==> src/include/tryx_regs.svh <==
`ifndef TRYX_REGS_SVH
`define TRYX_REGS_SVH

// Per-core control registers, decoded in the core data port
// Address extension word for the next external access
`define TRYX_CTRL_ADDREXT_ADDR 32'h1020_0BF8

// External user field, taken from the top bits of the written word
`define TRYX_CTRL_USER_ADDR 32'h1020_0BFC

`endif

==> src/rtl/tryx_pkg.sv <==
package tryx_pkg;

  // Width of the external user field
  localparam int unsigned USER_W = 6;

  // Core tag carried with every external access, up to 16 cores
  localparam int unsigned CORE_ID_W = 4;

  // Core data port request, wen high means read
  typedef struct packed {
    logic        req;
    logic [31:0] add;
    logic        wen;
    logic [3:0]  be;
    logic [31:0] wdata;
  } periph_req_t;

  // Core data port response
  typedef struct packed {
    logic        gnt;
    logic        r_valid;
    logic        r_opc;
    logic [31:0] r_rdata;
  } periph_rsp_t;

  // Extension fields stamped onto external accesses
  typedef struct packed {
    logic [31:0]       addrext;
    logic [USER_W-1:0] user;
  } tryx_req_t;

  // One queued external access
  typedef struct packed {
    logic [CORE_ID_W-1:0] core_id;
    logic                 wen;
    logic [31:0]          add;
    logic [3:0]           be;
    logic [31:0]          wdata;
    tryx_req_t            tryx;
  } ext_entry_t;

  // External bus response, valid is a single-cycle pulse
  typedef struct packed {
    logic        valid;
    logic [31:0] rdata;
    logic        decerr;
    logic        slverr;
  } ext_rsp_t;

endpackage

==> src/rtl/ext_bus_master.sv <==
`timescale 1ns/1ps

module ext_bus_master #(
  parameter int unsigned NB_CORES = 2
) (
  input  logic                                  clk_i,
  input  logic                                  rst_ni,
  input  tryx_pkg::ext_entry_t                  head_i,
  input  logic                                  not_empty_i,
  output logic                                  pop_o,
  output logic                                  ext_req_valid_o,
  output tryx_pkg::ext_entry_t                  ext_req_o,
  input  tryx_pkg::ext_rsp_t                    ext_rsp_i,
  output tryx_pkg::periph_rsp_t [NB_CORES-1:0]  fwd_rsp_o,
  output logic                  [NB_CORES-1:0]  axi_xresp_valid_o,
  output logic                  [NB_CORES-1:0]  axi_xresp_decerr_o,
  output logic                  [NB_CORES-1:0]  axi_xresp_slverr_o
);

  import tryx_pkg::*;

  typedef enum logic {
    IDLE,
    BUSY
  } state_e;

  state_e      state_d, state_q;
  ext_entry_t  req_q;
  logic        valid_q;
  logic        rsp_valid_q;
  logic        decerr_q, slverr_q;
  logic [31:0] rdata_q;

  // One access at a time, no pop while a response is pending
  always_comb begin
    state_d = state_q;
    pop_o   = 1'b0;
    case (state_q)
      IDLE: begin
        if (not_empty_i) begin
          pop_o   = 1'b1;
          state_d = BUSY;
        end
      end
      BUSY: begin
        if (ext_rsp_i.valid) begin
          state_d = IDLE;
        end
      end
      default: state_d = IDLE;
    endcase
  end

  always_ff @(posedge clk_i or negedge rst_ni) begin
    if (!rst_ni) begin
      state_q     <= IDLE;
      valid_q     <= 1'b0;
      rsp_valid_q <= 1'b0;
    end else begin
      state_q     <= state_d;
      valid_q     <= pop_o;
      rsp_valid_q <= (state_q == BUSY) && ext_rsp_i.valid;
    end
  end

  // Issued entry stays put until the next pop, so it still names the core
  always_ff @(posedge clk_i) begin
    if (pop_o) begin
      req_q <= head_i;
    end
    if (ext_rsp_i.valid) begin
      rdata_q  <= ext_rsp_i.rdata;
      decerr_q <= ext_rsp_i.decerr;
      slverr_q <= ext_rsp_i.slverr;
    end
  end

  assign ext_req_valid_o = valid_q;
  assign ext_req_o       = req_q;

  // Route the response pulse back to the issuing core
  for (genvar i = 0; i < NB_CORES; i++) begin : gen_rsp
    logic hit;

    assign hit = rsp_valid_q && (req_q.core_id == CORE_ID_W'(i));

    assign fwd_rsp_o[i].gnt     = 1'b0;
    assign fwd_rsp_o[i].r_valid = hit;
    assign fwd_rsp_o[i].r_opc   = 1'b0;
    assign fwd_rsp_o[i].r_rdata = rdata_q;

    assign axi_xresp_valid_o[i]  = hit;
    assign axi_xresp_decerr_o[i] = hit && decerr_q;
    assign axi_xresp_slverr_o[i] = hit && slverr_q;
  end

  // The external slave answers only an issued access
  assert property (@(posedge clk_i) disable iff (!rst_ni)
    ext_rsp_i.valid |-> (state_q == BUSY));

endmodule

==> src/rtl/ext_req_arbiter.sv <==
`timescale 1ns/1ps

module ext_req_arbiter #(
  parameter int unsigned NB_CORES = 2
) (
  input  logic                                  clk_i,
  input  logic                                  rst_ni,
  input  tryx_pkg::periph_req_t [NB_CORES-1:0]  fwd_req_i,
  input  tryx_pkg::tryx_req_t   [NB_CORES-1:0]  tryx_req_i,
  output logic                  [NB_CORES-1:0]  fwd_gnt_o,
  input  logic                                  fifo_full_i,
  output logic                                  push_o,
  output tryx_pkg::ext_entry_t                  push_entry_o
);

  import tryx_pkg::*;

  localparam int unsigned IDX_W = (NB_CORES > 1) ? $clog2(NB_CORES) : 1;

  logic [IDX_W-1:0] last_q;
  logic [IDX_W-1:0] sel;
  logic             found;
  ext_entry_t       entry;

  // Search starts right after the last granted core
  always_comb begin
    int unsigned idx;
    sel   = last_q;
    found = 1'b0;
    for (int unsigned k = 1; k <= NB_CORES; k++) begin
      idx = (int'(last_q) + k) % NB_CORES;
      if (!found && fwd_req_i[idx].req) begin
        found = 1'b1;
        sel   = IDX_W'(idx);
      end
    end
  end

  // Grant and push are one event, held off while the FIFO is full
  assign push_o = found && !fifo_full_i;

  always_comb begin
    fwd_gnt_o = '0;
    if (push_o) begin
      fwd_gnt_o[sel] = 1'b1;
    end
  end

  // Stamp the winner's request with its tag and extension fields
  always_comb begin
    entry.core_id = CORE_ID_W'(sel);
    entry.wen     = fwd_req_i[sel].wen;
    entry.add     = fwd_req_i[sel].add;
    entry.be      = fwd_req_i[sel].be;
    entry.wdata   = fwd_req_i[sel].wdata;
    entry.tryx    = tryx_req_i[sel];
  end

  assign push_entry_o = entry;

  // Reset so that core 0 has first priority
  always_ff @(posedge clk_i or negedge rst_ni) begin
    if (!rst_ni) begin
      last_q <= IDX_W'(NB_CORES - 1);
    end else if (push_o) begin
      last_q <= sel;
    end
  end

  // At most one core wins per cycle
  assert property (@(posedge clk_i) disable iff (!rst_ni)
    $onehot0(fwd_gnt_o));

endmodule

==> src/rtl/ext_req_fifo.sv <==
`timescale 1ns/1ps

module ext_req_fifo #(
  parameter int unsigned DEPTH = 4
) (
  input  logic                  clk_i,
  input  logic                  rst_ni,
  input  logic                  push_i,
  input  tryx_pkg::ext_entry_t  push_entry_i,
  output logic                  full_o,
  input  logic                  pop_i,
  output tryx_pkg::ext_entry_t  head_o,
  output logic                  not_empty_o
);

  import tryx_pkg::*;

  localparam int unsigned PTR_W = (DEPTH > 1) ? $clog2(DEPTH) : 1;
  localparam int unsigned CNT_W = $clog2(DEPTH + 1);

  ext_entry_t       mem_q [DEPTH];
  logic [PTR_W-1:0] wr_ptr_q, rd_ptr_q;
  logic [CNT_W-1:0] cnt_q;

  // Pointer step with wrap, depth need not be a power of two
  function automatic logic [PTR_W-1:0] ptr_inc(input logic [PTR_W-1:0] ptr);
    if (ptr == PTR_W'(DEPTH - 1)) begin
      return '0;
    end
    return ptr + 1'b1;
  endfunction

  assign head_o      = mem_q[rd_ptr_q];
  assign full_o      = (cnt_q == CNT_W'(DEPTH));
  assign not_empty_o = (cnt_q != '0);

  // Storage
  always_ff @(posedge clk_i) begin
    if (push_i) begin
      mem_q[wr_ptr_q] <= push_entry_i;
    end
  end

  // Pointers and fill level, push and pop may coincide
  always_ff @(posedge clk_i or negedge rst_ni) begin
    if (!rst_ni) begin
      wr_ptr_q <= '0;
      rd_ptr_q <= '0;
      cnt_q    <= '0;
    end else begin
      if (push_i) begin
        wr_ptr_q <= ptr_inc(wr_ptr_q);
      end
      if (pop_i) begin
        rd_ptr_q <= ptr_inc(rd_ptr_q);
      end
      if (push_i && !pop_i) begin
        cnt_q <= cnt_q + 1'b1;
      end else if (!push_i && pop_i) begin
        cnt_q <= cnt_q - 1'b1;
      end
    end
  end

  assert property (@(posedge clk_i) disable iff (!rst_ni) push_i |-> !full_o);
  assert property (@(posedge clk_i) disable iff (!rst_ni) pop_i |-> not_empty_o);

endmodule

==> src/rtl/tryx_ctrl.sv <==
`timescale 1ns/1ps

`include "tryx_regs.svh"

module tryx_ctrl #(
  parameter int unsigned NB_CORES = 2
) (
  input  logic                                  clk_i,
  input  logic                                  rst_ni,
  input  tryx_pkg::periph_req_t [NB_CORES-1:0]  core_req_i,
  output tryx_pkg::periph_rsp_t [NB_CORES-1:0]  core_rsp_o,
  output tryx_pkg::periph_req_t [NB_CORES-1:0]  fwd_req_o,
  input  tryx_pkg::periph_rsp_t [NB_CORES-1:0]  fwd_rsp_i,
  output tryx_pkg::tryx_req_t   [NB_CORES-1:0]  tryx_req_o,
  input  logic                  [NB_CORES-1:0]  axi_xresp_valid_i,
  input  logic                  [NB_CORES-1:0]  axi_xresp_decerr_i,
  input  logic                  [NB_CORES-1:0]  axi_xresp_slverr_i,
  input  logic                  [NB_CORES-1:0]  unaligned_i
);

  import tryx_pkg::*;

  // Forwarded accesses a core can have in flight, FIFO plus master
  localparam int unsigned CNT_W = 4;

  for (genvar i = 0; i < NB_CORES; i++) begin : gen_core
    periph_req_t      req;
    periph_req_t      fwd_req;
    periph_rsp_t      rsp;
    periph_rsp_t      fwd_rsp;
    tryx_req_t        tryx_d, tryx_q;
    logic             is_reg;
    logic             wr_en, rd_en;
    logic             reg_rsp_q, rd_q;
    logic             fwd_gnt, fwd_done;
    logic             unaligned_d, unaligned_q;
    logic [CNT_W-1:0] pend_d, pend_q;
    logic [1:0]       err;
    logic [3:0]       err_d, err_q;

    assign req     = core_req_i[i];
    assign fwd_rsp = fwd_rsp_i[i];

    assign fwd_req_o[i]  = fwd_req;
    assign core_rsp_o[i] = rsp;
    assign tryx_req_o[i] = tryx_q;

    // Control register decode on the full address
    assign is_reg = (req.add == `TRYX_CTRL_ADDREXT_ADDR) ||
                    (req.add == `TRYX_CTRL_USER_ADDR);

    // Steer the request, either local register access or the external path
    always_comb begin
      fwd_req     = req;
      fwd_req.req = req.req && !is_reg;
      wr_en       = req.req && is_reg && !req.wen;
      rd_en       = req.req && is_reg && req.wen;
    end

    assign fwd_gnt  = fwd_req.req && fwd_rsp.gnt;
    // Response of a forwarded access this core is still waiting for
    assign fwd_done = fwd_rsp.r_valid && (pend_q != '0);

    // Response mux, register answers take the cycle after their grant
    always_comb begin
      rsp.gnt = is_reg ? req.req : fwd_gnt;
      if (reg_rsp_q) begin
        rsp.r_valid = 1'b1;
        rsp.r_opc   = 1'b0;
        rsp.r_rdata = {tryx_q.user, {(32 - USER_W - 4){1'b0}}, err_q};
      end else begin
        rsp.r_valid = fwd_rsp.r_valid;
        rsp.r_opc   = fwd_rsp.r_opc;
        rsp.r_rdata = fwd_rsp.r_rdata;
      end
    end

    // Count forwarded accesses between grant and response
    always_comb begin
      pend_d = pend_q;
      if (fwd_gnt && !fwd_done) begin
        pend_d = pend_q + 1'b1;
      end else if (!fwd_gnt && fwd_done) begin
        pend_d = pend_q - 1'b1;
      end
    end

    // Unaligned tracker, a new unaligned grant wins over a response
    always_comb begin
      unaligned_d = unaligned_q;
      if (fwd_done) begin
        unaligned_d = 1'b0;
      end
      if (fwd_gnt && unaligned_i[i]) begin
        unaligned_d = 1'b1;
      end
    end

    // Error latch, upper slot for unaligned and lower slot otherwise
    assign err = {axi_xresp_decerr_i[i], axi_xresp_slverr_i[i]};
    always_comb begin
      err_d = err_q;
      if (axi_xresp_valid_i[i]) begin
        if (unaligned_q) begin
          err_d[3:2] = err;
        end else begin
          err_d[1:0] = err;
        end
      end else if (rd_q) begin
        // Read of a control register consumes the error field
        err_d = '0;
      end
    end

    // Extension fields, a register write beats the self-clear
    always_comb begin
      tryx_d = tryx_q;
      if (wr_en) begin
        if (req.add == `TRYX_CTRL_USER_ADDR) begin
          tryx_d.user = req.wdata[31 -: USER_W];
        end else begin
          tryx_d.addrext = req.wdata;
        end
      end else if (fwd_done && !unaligned_q) begin
        tryx_d = '0;
      end
    end

    always_ff @(posedge clk_i or negedge rst_ni) begin
      if (!rst_ni) begin
        reg_rsp_q   <= 1'b0;
        rd_q        <= 1'b0;
        pend_q      <= '0;
        unaligned_q <= 1'b0;
        err_q       <= '0;
        tryx_q      <= '0;
      end else begin
        reg_rsp_q   <= wr_en || rd_en;
        rd_q        <= rd_en;
        pend_q      <= pend_d;
        unaligned_q <= unaligned_d;
        err_q       <= err_d;
        tryx_q      <= tryx_d;
      end
    end

    // Every response toward the core answers an earlier grant
    assert property (@(posedge clk_i) disable iff (!rst_ni)
      rsp.r_valid |-> (reg_rsp_q || (pend_q != '0)));

    // A register answer never collides with an external response
    assert property (@(posedge clk_i) disable iff (!rst_ni)
      reg_rsp_q |-> !fwd_rsp.r_valid);
  end

endmodule

==> src/rtl/tryx_subsys.sv <==
`timescale 1ns/1ps

module tryx_subsys #(
  parameter int unsigned NB_CORES   = 2,
  parameter int unsigned FIFO_DEPTH = 4
) (
  input  logic                                  clk_i,
  input  logic                                  rst_ni,
  input  tryx_pkg::periph_req_t [NB_CORES-1:0]  core_req_i,
  output tryx_pkg::periph_rsp_t [NB_CORES-1:0]  core_rsp_o,
  input  logic                  [NB_CORES-1:0]  unaligned_i,
  output logic                                  ext_req_valid_o,
  output tryx_pkg::ext_entry_t                  ext_req_o,
  input  tryx_pkg::ext_rsp_t                    ext_rsp_i
);

  import tryx_pkg::*;

  periph_req_t [NB_CORES-1:0] fwd_req;
  periph_rsp_t [NB_CORES-1:0] fwd_rsp;
  periph_rsp_t [NB_CORES-1:0] mst_rsp;
  tryx_req_t   [NB_CORES-1:0] tryx_req;
  logic        [NB_CORES-1:0] arb_gnt;
  logic        [NB_CORES-1:0] xresp_valid, xresp_decerr, xresp_slverr;
  logic                       fifo_full, push, pop, not_empty;
  ext_entry_t                 push_entry, head;

  // Grant from the arbiter, response data from the bus master
  for (genvar i = 0; i < NB_CORES; i++) begin : gen_fwd_rsp
    assign fwd_rsp[i] = '{gnt:     arb_gnt[i],
                          r_valid: mst_rsp[i].r_valid,
                          r_opc:   mst_rsp[i].r_opc,
                          r_rdata: mst_rsp[i].r_rdata};
  end

  tryx_ctrl #(
    .NB_CORES (NB_CORES)
  ) u_tryx_ctrl (
    .clk_i              (clk_i),
    .rst_ni             (rst_ni),
    .core_req_i         (core_req_i),
    .core_rsp_o         (core_rsp_o),
    .fwd_req_o          (fwd_req),
    .fwd_rsp_i          (fwd_rsp),
    .tryx_req_o         (tryx_req),
    .axi_xresp_valid_i  (xresp_valid),
    .axi_xresp_decerr_i (xresp_decerr),
    .axi_xresp_slverr_i (xresp_slverr),
    .unaligned_i        (unaligned_i)
  );

  ext_req_arbiter #(
    .NB_CORES (NB_CORES)
  ) u_ext_req_arbiter (
    .clk_i        (clk_i),
    .rst_ni       (rst_ni),
    .fwd_req_i    (fwd_req),
    .tryx_req_i   (tryx_req),
    .fwd_gnt_o    (arb_gnt),
    .fifo_full_i  (fifo_full),
    .push_o       (push),
    .push_entry_o (push_entry)
  );

  ext_req_fifo #(
    .DEPTH (FIFO_DEPTH)
  ) u_ext_req_fifo (
    .clk_i        (clk_i),
    .rst_ni       (rst_ni),
    .push_i       (push),
    .push_entry_i (push_entry),
    .full_o       (fifo_full),
    .pop_i        (pop),
    .head_o       (head),
    .not_empty_o  (not_empty)
  );

  ext_bus_master #(
    .NB_CORES (NB_CORES)
  ) u_ext_bus_master (
    .clk_i              (clk_i),
    .rst_ni             (rst_ni),
    .head_i             (head),
    .not_empty_i        (not_empty),
    .pop_o              (pop),
    .ext_req_valid_o    (ext_req_valid_o),
    .ext_req_o          (ext_req_o),
    .ext_rsp_i          (ext_rsp_i),
    .fwd_rsp_o          (mst_rsp),
    .axi_xresp_valid_o  (xresp_valid),
    .axi_xresp_decerr_o (xresp_decerr),
    .axi_xresp_slverr_o (xresp_slverr)
  );

endmodule
==> config.mk <==
export PLATFORM = sky130hd
export DESIGN_NAME = tryx_subsys
export DESIGN_NICKNAME = d
export VERILOG_FILES = /design/src/rtl/tryx_pkg.sv /design/src/rtl/ext_bus_master.sv /design/src/rtl/ext_req_arbiter.sv /design/src/rtl/ext_req_fifo.sv /design/src/rtl/tryx_ctrl.sv /design/src/rtl/tryx_subsys.sv
export VERILOG_INCLUDE_DIRS = /design/src /design/src/include
export SDC_FILE = /design/constraint.sdc
export NUM_CORES = 1
export LEC_CHECK = 0
export BUFFER_PORTS_ARGS = -buffer_cell sky130_fd_sc_hd__buf_2
export CELL_PAD_IN_SITES_DETAIL_PLACEMENT = 1
export CELL_PAD_IN_SITES_GLOBAL_PLACEMENT = 2
export CORE_MARGIN = 5
export CORE_UTILIZATION = 49
export CTS_BUF_LIST = sky130_fd_sc_hd__clkbuf_8
export DETAILED_ROUTE_END_ITERATION = 10
export GPL_TIMING_DRIVEN = 0
export PLACE_DENSITY_LB_ADDON = 0.1
export SLEW_MARGIN = 20
export SYNTH_ARGS = -nofsm -noshare
export SYNTH_HDL_FRONTEND = slang
export SYNTH_SLANG_ARGS = --single-unit
export TNS_END_PERCENT = 100
==> constraint.sdc <==
create_clock -name clk_i -period 16.3 [get_ports clk_i]
set_clock_uncertainty 0.05 [all_clocks]
set_input_delay 3.26 -clock clk_i [delete_from_list [all_inputs] [get_ports clk_i]]
set_output_delay 3.26 -clock clk_i [all_outputs]
set_load 0.03 [all_outputs]
==> results.md, run 1 <==
- Switching share of power: approximately a third
- Reg-to-Reg End: u_tryx_ctrl.tryx_req_o[27]
- Skew-Pair Late Insertion Delay: between 600 and 700 ps
- Hold endpoint: u_tryx_ctrl.gen_core[1].pend_q[3]
- Status: complete, no violations
- Final period util: roughly 54%
- Hpwl dp: around 46000 um
- Post-Route Setup TNS: 0 ps
- Share of layout cells above drive strength 1: 42.43%
- Yosys Warn Count: 0
- Slew margin rel.: between 20% and 30%
- Cell family with most CP delay: simple AND/OR/NAND/NOR gates
- Initial antenna violation count: 4
- Initial DRC count: 927
- Die width: 241.1 um
- Final core occ: between 50% and 60%
- Worst vdd ir: ~81 uV
- Internal power: 3.942 mW
- Power per Cell Area: ~190 mW/mm^2
- Max cap viols: 0
- Sw power: 1.938 mW
- R2R cell count: 5
- Number of setup violations in the final report: 0
- Starting Density: 49.61%
- Logic pwr share: 30.4%
- Critical-path maximum fanout: 5
- CTS sink cnt: just under 700
- 1st-pass router iterations: 5
- Routability cong.: between 0.7 and 0.8
- Most used cells in the layout excluding fill and tap cells: edfxtp_1, buf_2, clkbuf_8
- Vias per cell: 5.609
- Site Rows: between 80 and 90
- Post-route DRC violation count: 0
- Setup Buffers After CTS: 0
- Lkg Pwr: around 12 nW
- Final instance area: 0.03133 mm^2
- Hold_buf cts: 0
- Layout area overhead: 19.68%
- Cell Count, Final, Fillers Out: ~2500
- Crit path kind: in -> out
- Min-Delay Path Class: reg -> reg
- Slew @ Worst Pin: between 1000 and 1500 ps
- Critical path buffers and inverters: 2
- CP dominant cell by count: buf_2
- Post-synth ARST share: about 16%
- WL per Instance: around 27 um
- Clock transition at path regs: about 60 ps
- Busiest layer in global routing: met2
- Hold path startpoint: u_tryx_ctrl.gen_core[1].pend_q[3]
- Number of global-route vias before repair: approximately 15000
- Total Routed Length: ~68000 um
- Setup crit end kind: primary output
- RSZ-0062 raised after global routing: no
- Power, Total: 5.880 mW
- Routing usage on met2: 38.19%
- Register area share after synthesis: approximately three quarters
- EDFF count, synth: roughly 570
- Crit path required time: about 13000 ps
- H-tree levels: 3
- Met1 usage: 32.11%
- GRT overflow: 0
- CP arrival: 5530 ps
- Crit path cell chain: buf_2, or4bb_1, nor4_4, a21boi_2, and3_1, or2_2, buf_2
- Die H: 241.1 um
- CTS tree: built
- Crit-path slowest cell: or4bb_1
- Largest net degree at the start of global routing: around 70
- Reg power frac: a little under half
- Max stage delay on crit path: around 600 ps
- Crit start category: input port
- Worst R2R Start: u_tryx_ctrl.gen_core[0].pend_q[0]
- Clock root buffer master: clkbuf_8
- Post-DRT Antenna Nets: 0
- Core Box Area: 0.05276 mm^2
- GRT Total Usage: between 20% and 30%
- Port Buffers: 355
- Via count: between 10000 and 15000
- Met3 Track Usage GR: approximately 5.6%
- Slew Viols, Final: 0
- # resized after CTS: 0
- Synthesized instance count: approximately 1200
- Synthesized area: ~0.026 mm^2
- Most common cell after layout, fill and taps aside: edfxtp_1
- Tmin final: 8841 ps
- Number of I/O pins: 361
- Final Hold Viols: 0
- Max Freq: about 110 MHz
- Clock share of power: a little under a quarter
- # placed instances: 2308
- Global-route wire length before repair: between 100000 and 150000 um
- Most used flip-flop cell after synthesis: edfxtp_1
- Netlist cell types: 48
- Hold depth: 1
- Synthesized area per cell: approximately 21 um^2
- Clock buffer depth: 3
- Placed inst area: about 0.03 mm^2
- Reg2reg setup slack: 13360 ps
- Die area: 0.05814 mm^2
- Nets@finish: a little under 2000
- FF+latch count, synth: around 700
- Number of buffers created by CTS: 110
## metal layers
| layer | part of all wire (%) | up-vias |
|---|---|---|
| met4 | 2.5 | 4 |
| met1 | 42 | 7468 |
| li1 | - | 6065 |
| met5 | 0.035 | - |
| met2 | 50 | 470 |
| met3 | 5.9 | 100 |
## synthesized netlist by cell type (3+ instances only)
master    number  area (um^2)
dfrtp_1      108         2703
nand4_1        3        18.77
a21oi_1        5        25.02
and3_1         3        18.77
mux2_2       113         1272
buf_1         14        52.55
mux2_1        20        225.2
a22o_1        84        735.7
nor4_1         9        56.30
nor2_1        13        48.80
buf_2         14        70.07
o21ai_0        3        15.01
edfxtp_1     574        17240
o21bai_1       3        22.52
mux4_2       108         2432
fa_1           3        60.06
nor2b_1       46        287.8
mux2i_1        5        50.05
ha_1          12        150.1
clkbuf_1      25        93.84
nand2_1        6        22.52
inv_1         12        45.04
buf_4          6        45.04
or2_2          4        25.02
xnor2_1        7        61.31
xor2_1         4        35.03
and2_1         8        50.05
## sequential cells by signal, indices dropped and copies added, names as in the netlist, 3 cells and up
register and cells:
u_ext_bus_master.ext_req_o 108, u_ext_bus_master.rdata_q 32, u_ext_req_fifo.cnt_q 3, u_ext_req_fifo.mem_q 432, u_tryx_ctrl.gen_core.err_q 8, u_tryx_ctrl.gen_core.pend_q 8
u_tryx_ctrl.tryx_req_o 76
## stage by stage
step,hold slack (ps),worst slack (ps)
after floorplan,393.2,8118
after global placement,419.0,5525
after detailed placement,420.5,7440
after CTS,434.6,7428
after global routing,443.3,7377
final,434.0,7459
## kinds of logic (layout without fill, tap and decap cells)
group	Yosys count	count (layout)	share of synthesized area, %
AOI/OAI and AO/OA	105	105	3.418
xor gates and xnor gates	11	11	0.3681
adders and majority gates	15	15	0.8031
buffers and inverters	73	649	1.257
DFF	683	683	76.28
muxes	246	246	15.21
other	1	8	0.01433
and+or+nand+nor	110	110	2.658
## power groups by stage
stage / logic (mW) / clock network, mW / registers, mW
detailed placement: 1.83 / 0 / 2.77
floorplan: 0.905 / 0 / 3.00
finish: 1.79 / 1.36 / 2.73
CTS: 1.83 / 1.40 / 2.74
global route: 1.91 / 1.49 / 2.77
global placement: 1.71 / 0 / 2.85
## layout make-up
class / instances / area, um^2
Antenna cell: 3 / 7.507
Buffer: 61 / 290.3
Clock buffer: 122 / 1679
Clock inverter: 82 / 365.4
Fill cell: 4721 / 21430
Inverter: 12 / 45.04
Multi-Input combinational cell: 492 / 5929
Sequential cell: 683 / 19970
Tap cell: 688 / 860.8
Timing Repair Buffer: 372 / 2185
## worst max-delay path by stage
stage | from | to | slack, ps | cells after the start
after detailed placement | core_req_i[117] | core_rsp_o[69] | 7440 | 7
after global routing | core_req_i[117] | core_rsp_o[34] | 7380 | 7
after global placement | u_ext_req_fifo.cnt_q[0] | u_ext_req_fifo.cnt_q[1] | 5520 | 7
after floorplan | core_req_i[119] | core_rsp_o[69] | 8120 | 5
final | core_req_i[117] | core_rsp_o[69] | 7460 | 7
after CTS | core_req_i[117] | core_rsp_o[69] | 7430 | 7
Power figures use the tool's default switching activity.
==> inputs of run 2 (changes only) <==
--- a/config.mk
+++ b/config.mk
@@ -10,7 +10,7 @@
 export CELL_PAD_IN_SITES_DETAIL_PLACEMENT = 1
 export CELL_PAD_IN_SITES_GLOBAL_PLACEMENT = 2
 export CORE_MARGIN = 5
-export CORE_UTILIZATION = 49
+export CORE_UTILIZATION = 41
 export CTS_BUF_LIST = sky130_fd_sc_hd__clkbuf_8
 export DETAILED_ROUTE_END_ITERATION = 10
 export GPL_TIMING_DRIVEN = 0
==> constraint.sdc (replaced) <==
create_clock -name clk_i -period 7.95 [get_ports clk_i]
set_clock_uncertainty 0.05 [all_clocks]
set_input_delay 1.59 -clock clk_i [delete_from_list [all_inputs] [get_ports clk_i]]
set_output_delay 1.59 -clock clk_i [all_outputs]
set_load 0.03 [all_outputs]
==> run 2 against run 1 <==
Compared with the run above:
- combinational power is 110% higher
- first-iteration DRC count is 17% lower
- setup slack worse by 5000 ps
- die area is 19% higher
- cell area is 1.2% higher
- total power is 110% higher
- critical path depth stayed put
- flip-flop and latch count stayed put
- wire length is 1.2% higher
- critical endpoint is now core_rsp_o[34]
==> results.md, run 2 (synthesis results as in run 1) <==
- Status: complete, no violations
- Cell family with most CP delay: simple AND/OR/NAND/NOR gates
- Final period util: ~70%
- GRT Total Usage: approximately 20%
- Final core occ: about half
- Crit path cell chain: buf_2, nor3b_1, nand4_1, o211ai_1, a21oi_1, or2_2, buf_2
- Number of I/O pins: ~360
- Via count: 13943
- CTS sink cnt: 683
- Hold_buf cts: 0
- Power per Cell Area: 385.3 mW/mm^2
- Clock root buffer master: clkbuf_8
- Clock transition at path regs: 60 ps
- Hpwl dp: approximately 47000 um
- CP arrival: about 3800 ps
- Core Box Area: roughly 0.063 mm^2
- Layout area overhead: 21.15%
- H-tree levels: 3
- Min-Delay Path Class: reg -> reg
- # resized after CTS: 0
- Site Rows: between 90 and 100
- CTS tree: built
- Post-Route Setup TNS: 0 ps
- Most used cells in the layout excluding fill and tap cells: edfxtp_1, buf_2, clkbuf_8
- Crit path required time: between 6000 and 7000 ps
- Skew-Pair Late Insertion Delay: 700 ps
- Largest net degree at the start of global routing: 57
- Crit path from: core_req_i[64]
- Routability cong.: 0.7747
- Hold path startpoint: u_tryx_ctrl.gen_core[0].pend_q[3]
- Crit-path slowest cell: nor3b_1
- Slew margin rel.: between 30% and 40%
- Number of global-route vias before repair: roughly 15000
- Setup Buffers After CTS: 0
- Max cap viols: 0
- Vias per cell: between 5 and 6
- Top reg by flops: u_ext_req_fifo.mem_q
- Global-route wire length before repair: roughly 100000 um
- Initial antenna violation count: 4
- Setup crit end kind: primary output
- Critical-path maximum fanout: 4
- Post-DRT Antenna Nets: 0
- 1st-pass router iterations: 5
- Fill cells: ~5900
- Number of setup violations in the final report: 0
- Port Buffers: roughly 360
- Total Routed Length: 68620 um
- Slew @ Worst Pin: 1022 ps
- Share of layout cells above drive strength 1: 43.25%
- Most common cell after layout, fill and taps aside: edfxtp_1
- Tmin final: between 5000 and 6000 ps
- Lkg Pwr: 12.04 nW
- Critical path buffers and inverters: 2
- WL per Instance: 25.57 um
- RSZ-0062 raised after global routing: no
- Worst vdd ir: around 220 uV
- Final Hold Viols: 0
- Initial DRC count: 770
- Crit start category: input port
- Worst R2R Start: u_ext_req_fifo.rd_ptr_q[1]
- Slew Viols, Final: 0
- Post-route DRC violation count: 0
- Largest register FFs: 432
- Clock buffer depth: 3
- Die area: slightly below 0.07 mm^2
- Crit path kind: in -> out
- Starting Density: about two fifths
- CP dominant cell by count: buf_2
- Nets@finish: 1930
- Max Freq: around 180 MHz
- Die width: ~260 um
- GRT overflow: 0
- Die H: between 200 and 300 um
- Number of buffers created by CTS: between 100 and 150
- Max stage delay on crit path: between 600 and 700 ps
[run 2: worst paths after layout]
path,endpoint,slack [ps],depth (start not counted)
setup / recovery,core_rsp_o[34],2480,7
max in group asynchronous,u_tryx_ctrl.tryx_req_o[59],6290,2
hold reg to reg,u_tryx_ctrl.gen_core[0].pend_q[3],430,1
min in group asynchronous,u_tryx_ctrl.gen_core[1].err_q[1],810,1
hold / removal,u_tryx_ctrl.gen_core[0].pend_q[3],430,1
setup reg to reg,u_ext_bus_master.ext_req_o[35],4820,4
[run 2: layer usage]
metal / up-vias / global-route usage, % / part of all wire, %
li1: 6080 / - / -
met1: 7326 / 26.25 / 42
met2: 426 / 32.93 / 50
met3: 109 / 4.419 / 5.4
met4: 2 / 5.243 / 2.3
met5: - / 0 / 0.019
[run 2: cell type report]
| type | instances | area (um^2) | area share, % |
|---|---|---|---|
| diodes | 2 | 5.005 | 0.01578 |
| clock inverters | 95 | 529.3 | 1.669 |
| multi-input cells | 492 | 5938 | 18.73 |
| repair buffers | 374 | 2238 | 7.059 |
| well taps | 846 | 1059 | 3.338 |
| flip-flops and latches | 683 | 19970 | 62.96 |
| plain buffers | 61 | 294.0 | 0.9272 |
| inverters | 12 | 45.04 | 0.1420 |
| clock buffers | 119 | 1638 | 5.165 |
[run 2: worst register-to-register path, cell delays in order (launching register included)]
cell,delay [ps]
dfrtp_1,350
clkbuf_1,500
clkbuf_1,700
buf_1,760
mux4_2,490
[run 2: metrics by stage]
stage	std cells	hold slack (ps)	power [mW]	area, um^2	setup slack, ps
after floorplan	1248	393.2	8.008	26190	1312
after global placement	2449	413.0	9.413	29030	-2904
after detailed placement	2468	417.2	9.492	29540	2421
after CTS	2682	436.3	12.47	31700	2409
after global routing	2684	444.3	12.86	31710	2255
final	2684	434.5	12.22	31710	2478
[run 2: power by group]
group          leakage [nW]  switching, mW  internal (mW)
combinational          3.90           2.32           1.40
sequential             6.87          0.306           5.27
clock                  1.27           1.41           1.52
total                  12.0           4.03           8.19
==> inputs of run 3 (changes only) <==
--- a/config.mk
+++ b/config.mk
@@ -6,11 +6,12 @@
 export SDC_FILE = /design/constraint.sdc
 export NUM_CORES = 1
 export LEC_CHECK = 0
+export ABC_AREA = 1
 export BUFFER_PORTS_ARGS = -buffer_cell sky130_fd_sc_hd__buf_2
 export CELL_PAD_IN_SITES_DETAIL_PLACEMENT = 1
 export CELL_PAD_IN_SITES_GLOBAL_PLACEMENT = 2
 export CORE_MARGIN = 5
-export CORE_UTILIZATION = 41
+export CORE_UTILIZATION = 36
 export CTS_BUF_LIST = sky130_fd_sc_hd__clkbuf_8
 export DETAILED_ROUTE_END_ITERATION = 10
 export GPL_TIMING_DRIVEN = 0
==> constraint.sdc (replaced) <==
create_clock -name clk_i -period 4.45 [get_ports clk_i]
set_clock_uncertainty 0.05 [all_clocks]
set_input_delay 0.89 -clock clk_i [delete_from_list [all_inputs] [get_ports clk_i]]
set_output_delay 0.89 -clock clk_i [all_outputs]
set_load 0.03 [all_outputs]
==> run 3 against run 2 <==
Compared with the run above:
- sequential power is 85% higher
- critical path depth is 7 higher
- hold slack worse by 320 ps
- global-route usage is 3.0 points higher
- cell area is 4.4% higher
==> results.md, run 3 <==
- Status: complete, no violations
- Synth top area share: between 60% and 70%
- Cell with the most instances after synthesis: edfxtp_1
- CP dominant cell by count: nand2_1
- Port Buffers: ~350
- Post-Route Setup TNS: 0 ps
- Tmin final: between 3000 and 4000 ps
- Hold_buf cts: 0
- FF+latch count, synth: between 600 and 700
- Cell family with most CP delay: simple AND/OR/NAND/NOR gates
- Synth area leaders: edfxtp_1, dfrtp_1, nand2_1
- Crit start category: input port
- Die width: around 280 um
- Post-DRT Antenna Nets: 0
- Register area share after synthesis: 73.56%
- Clock buffer depth: 3
- Number of buffers created by CTS: between 100 and 150
- Final Hold Viols: 0
- Crit path from: core_req_i[59]
- Min-Delay Path Class: in -> async
- Multi-input logic area: between 0.006 and 0.007 mm^2
- Largest register FFs: 432
- Clock share of power: 22.7%
- Vias per cell: just over 5
- Slew margin rel.: between 30% and 40%
- Clock transition at path regs: ~60 ps
- Post-route DRC violation count: 0
- Share of layout cells above drive strength 1: between 20% and 30%
- Hpwl dp: 67950 um
- Slew Viols, Final: 0
- Total Routed Length: ~94000 um
- Max stage delay on crit path: about 350 ps
- Most used cells in the layout excluding fill and tap cells: edfxtp_1, nand2_1, buf_2
- Routability cong.: a little over 0.8
- GRT overflow: 0
- CTS sink cnt: ~680
- 1st-pass router iterations: 5
- Internal power: between 10 and 15 mW
- Max cap viols: 0
- CP arrival: 2990 ps
- # resized after CTS: 0
- Crit path kind: in -> out
- Site Rows: 100
- Most common cell after layout, fill and taps aside: edfxtp_1
- Crit path cell chain: buf_2, inv_1, nand2_1, nor2_1, nand2_1, nor2_1, nand2_1, nand2_2, nand2_1, nand2_4, buf_4, nand2_1, nand2_1, buf_2
- Crit path required time: roughly 3500 ps
- Critical-path maximum fanout: 10
- Synthesized area per cell: ~12 um^2
- Post-synth ARST share: between 15 and 20%
- Yosys top cell by area: edfxtp_1
- Top post-synthesis cells by count: edfxtp_1, nand2_1, nor2_1
- Via count: ~20000
- Number of global-route vias before repair: 20973
- Starting Density: a little over a third
- Most used flip-flop cell after synthesis: edfxtp_1
- Global-route wire length before repair: about 140000 um
- Nets@finish: 2977
- Die H: 284.6 um
- Number of I/O pins: roughly 360
- Crit-path slowest cell: buf_4
- Final period util: between 80% and 90%
- Power per Cell Area: roughly 740 mW/mm^2
- Sw power: ~9.5 mW
- RSZ-0062 raised after global routing: no
- Max Freq: roughly 250 MHz
- WL per Instance: about 24 um
- Number of setup violations in the final report: 0
- Slew @ Worst Pin: between 900 and 1000 ps
- Sequential cell area: 0.01997 mm^2
- Logic pwr share: a little over a third
- Worst vdd ir: about 360 uV
- GRT Total Usage: between 20 and 25%
- EDFF count, synth: roughly 570
- Reg power frac: between 40 and 50%
- H-tree levels: 3
- Setup Buffers After CTS: 0
- CTS tree: built
- Core Box Area: between 0.07 and 0.08 mm^2
- Switching share of power: between 30% and 40%
- Lkg Pwr: approximately 14 nW
- Initial antenna violation count: 12
- Skew-Pair Late Insertion Delay: around 700 ps
- Netlist cell types: 37
- Layout area overhead: 22.02%
- Critical path buffers and inverters: 4
- Synthesized area: roughly 0.027 mm^2
- Top reg by flops: u_ext_req_fifo.mem_q
- Clock root buffer master: clkbuf_8
- Initial DRC count: between 1000 and 1500
- Die area: between 0.08 and 0.09 mm^2
- Power, Total: approximately 24 mW
- Synthesized instance count: 2282
- Fill cells: around 8100
- Yosys Warn Count: 0
- Worst R2R Start: u_ext_req_arbiter.last_q
- Largest net degree at the start of global routing: 65
- Setup crit end kind: primary output
run 3: metal layers:
layer | vias to the layer above | wire length (um) | track usage, %
met5 | - | 48 | 0
met4 | 8 | 1979 | 5.727
met3 | 137 | 5734 | 4.688
met2 | 624 | 46470 | 38.85
met1 | 9898 | 39810 | 29.62
li1 | 8948 | - | -
run 3: path summary, 6_finish.rpt:
kind,endpoint,slack (ps),depth (start not counted)
hold reg to reg,u_tryx_ctrl.gen_core[1].pend_q[3],420,1
min in group clk_i,u_ext_bus_master.rdata_q[5],290,1
max in group asynchronous,u_tryx_ctrl.tryx_req_o[6],3460,2
setup reg to reg,u_tryx_ctrl.gen_core[1].pend_q[3],1560,14
hold / removal,u_tryx_ctrl.gen_core[1].pend_q[3],110,1
setup / recovery,core_rsp_o[69],520,14
run 3: stage by stage:
stage	hold slack, ps	worst slack (ps)	utilization, %	cell area [um^2]	cells
6_report	112.1	515.1	44.41	33120	3859
3_5_place_dp	410.4	242.2	41.33	30820	3634
3_3_place_gp	403.6	-3621	40.42	30150	3608
4_1_cts	78.82	465.7	44.39	33100	3852
5_1_grt	108.8	329.7	44.39	33100	3854
2_1_floorplan	380.7	-421.8	-	27170	2286
run 3: area by class of cell:
| class | count | share of cell area [%] |
|---|---|---|
| flip-flops and latches | 683 | 60.29 |
| multi-input cells | 1366 | 18.68 |
| plain buffers | 130 | 1.912 |
| clock buffers | 122 | 5.070 |
| repair buffers | 379 | 7.288 |
| inverters | 107 | 1.235 |
| well taps | 969 | 3.661 |
| diodes | 7 | 0.05289 |
| clock inverters | 96 | 1.814 |
run 3: worst register-to-register path, stage by stage (launching register included):
cell	delay (ps)
dfstp_2	530
nand2_1	80
nand2_4	230
buf_4	370
nand2_1	170
inv_1	110
ha_1	190
inv_1	100
ha_1	280
a21o_1	180
a21oi_1	170
nand2_1	70
nand2_1	60
nor2_1	50
xor2_1	130
run 3: power groups by stage:
stage          logic, mW  registers (mW)  clock network (mW)
6_report            8.58            10.3                5.53
5_1_grt             9.24            10.4                5.99
4_1_cts             8.76            10.3                5.68
3_5_place_dp        8.74            10.4                   0
3_3_place_gp        7.93            10.7                   0
2_1_floorplan       3.65            11.5                   0
run 3: logic make-up (layout without fill, tap and decap cells):
logic type | after synthesis | after routing | share of synthesized area, %
fa+ha+maj | 15 | 15 | 0.7745
other cells | 1 | 12 | 0.01382
flops | 683 | 683 | 73.56
buf+inv | 237 | 834 | 3.812
xor+xnor | 8 | 8 | 0.2582
simple gates | 944 | 944 | 13.73
compound gates | 392 | 392 | 7.768
mux | 2 | 2 | 0.08297
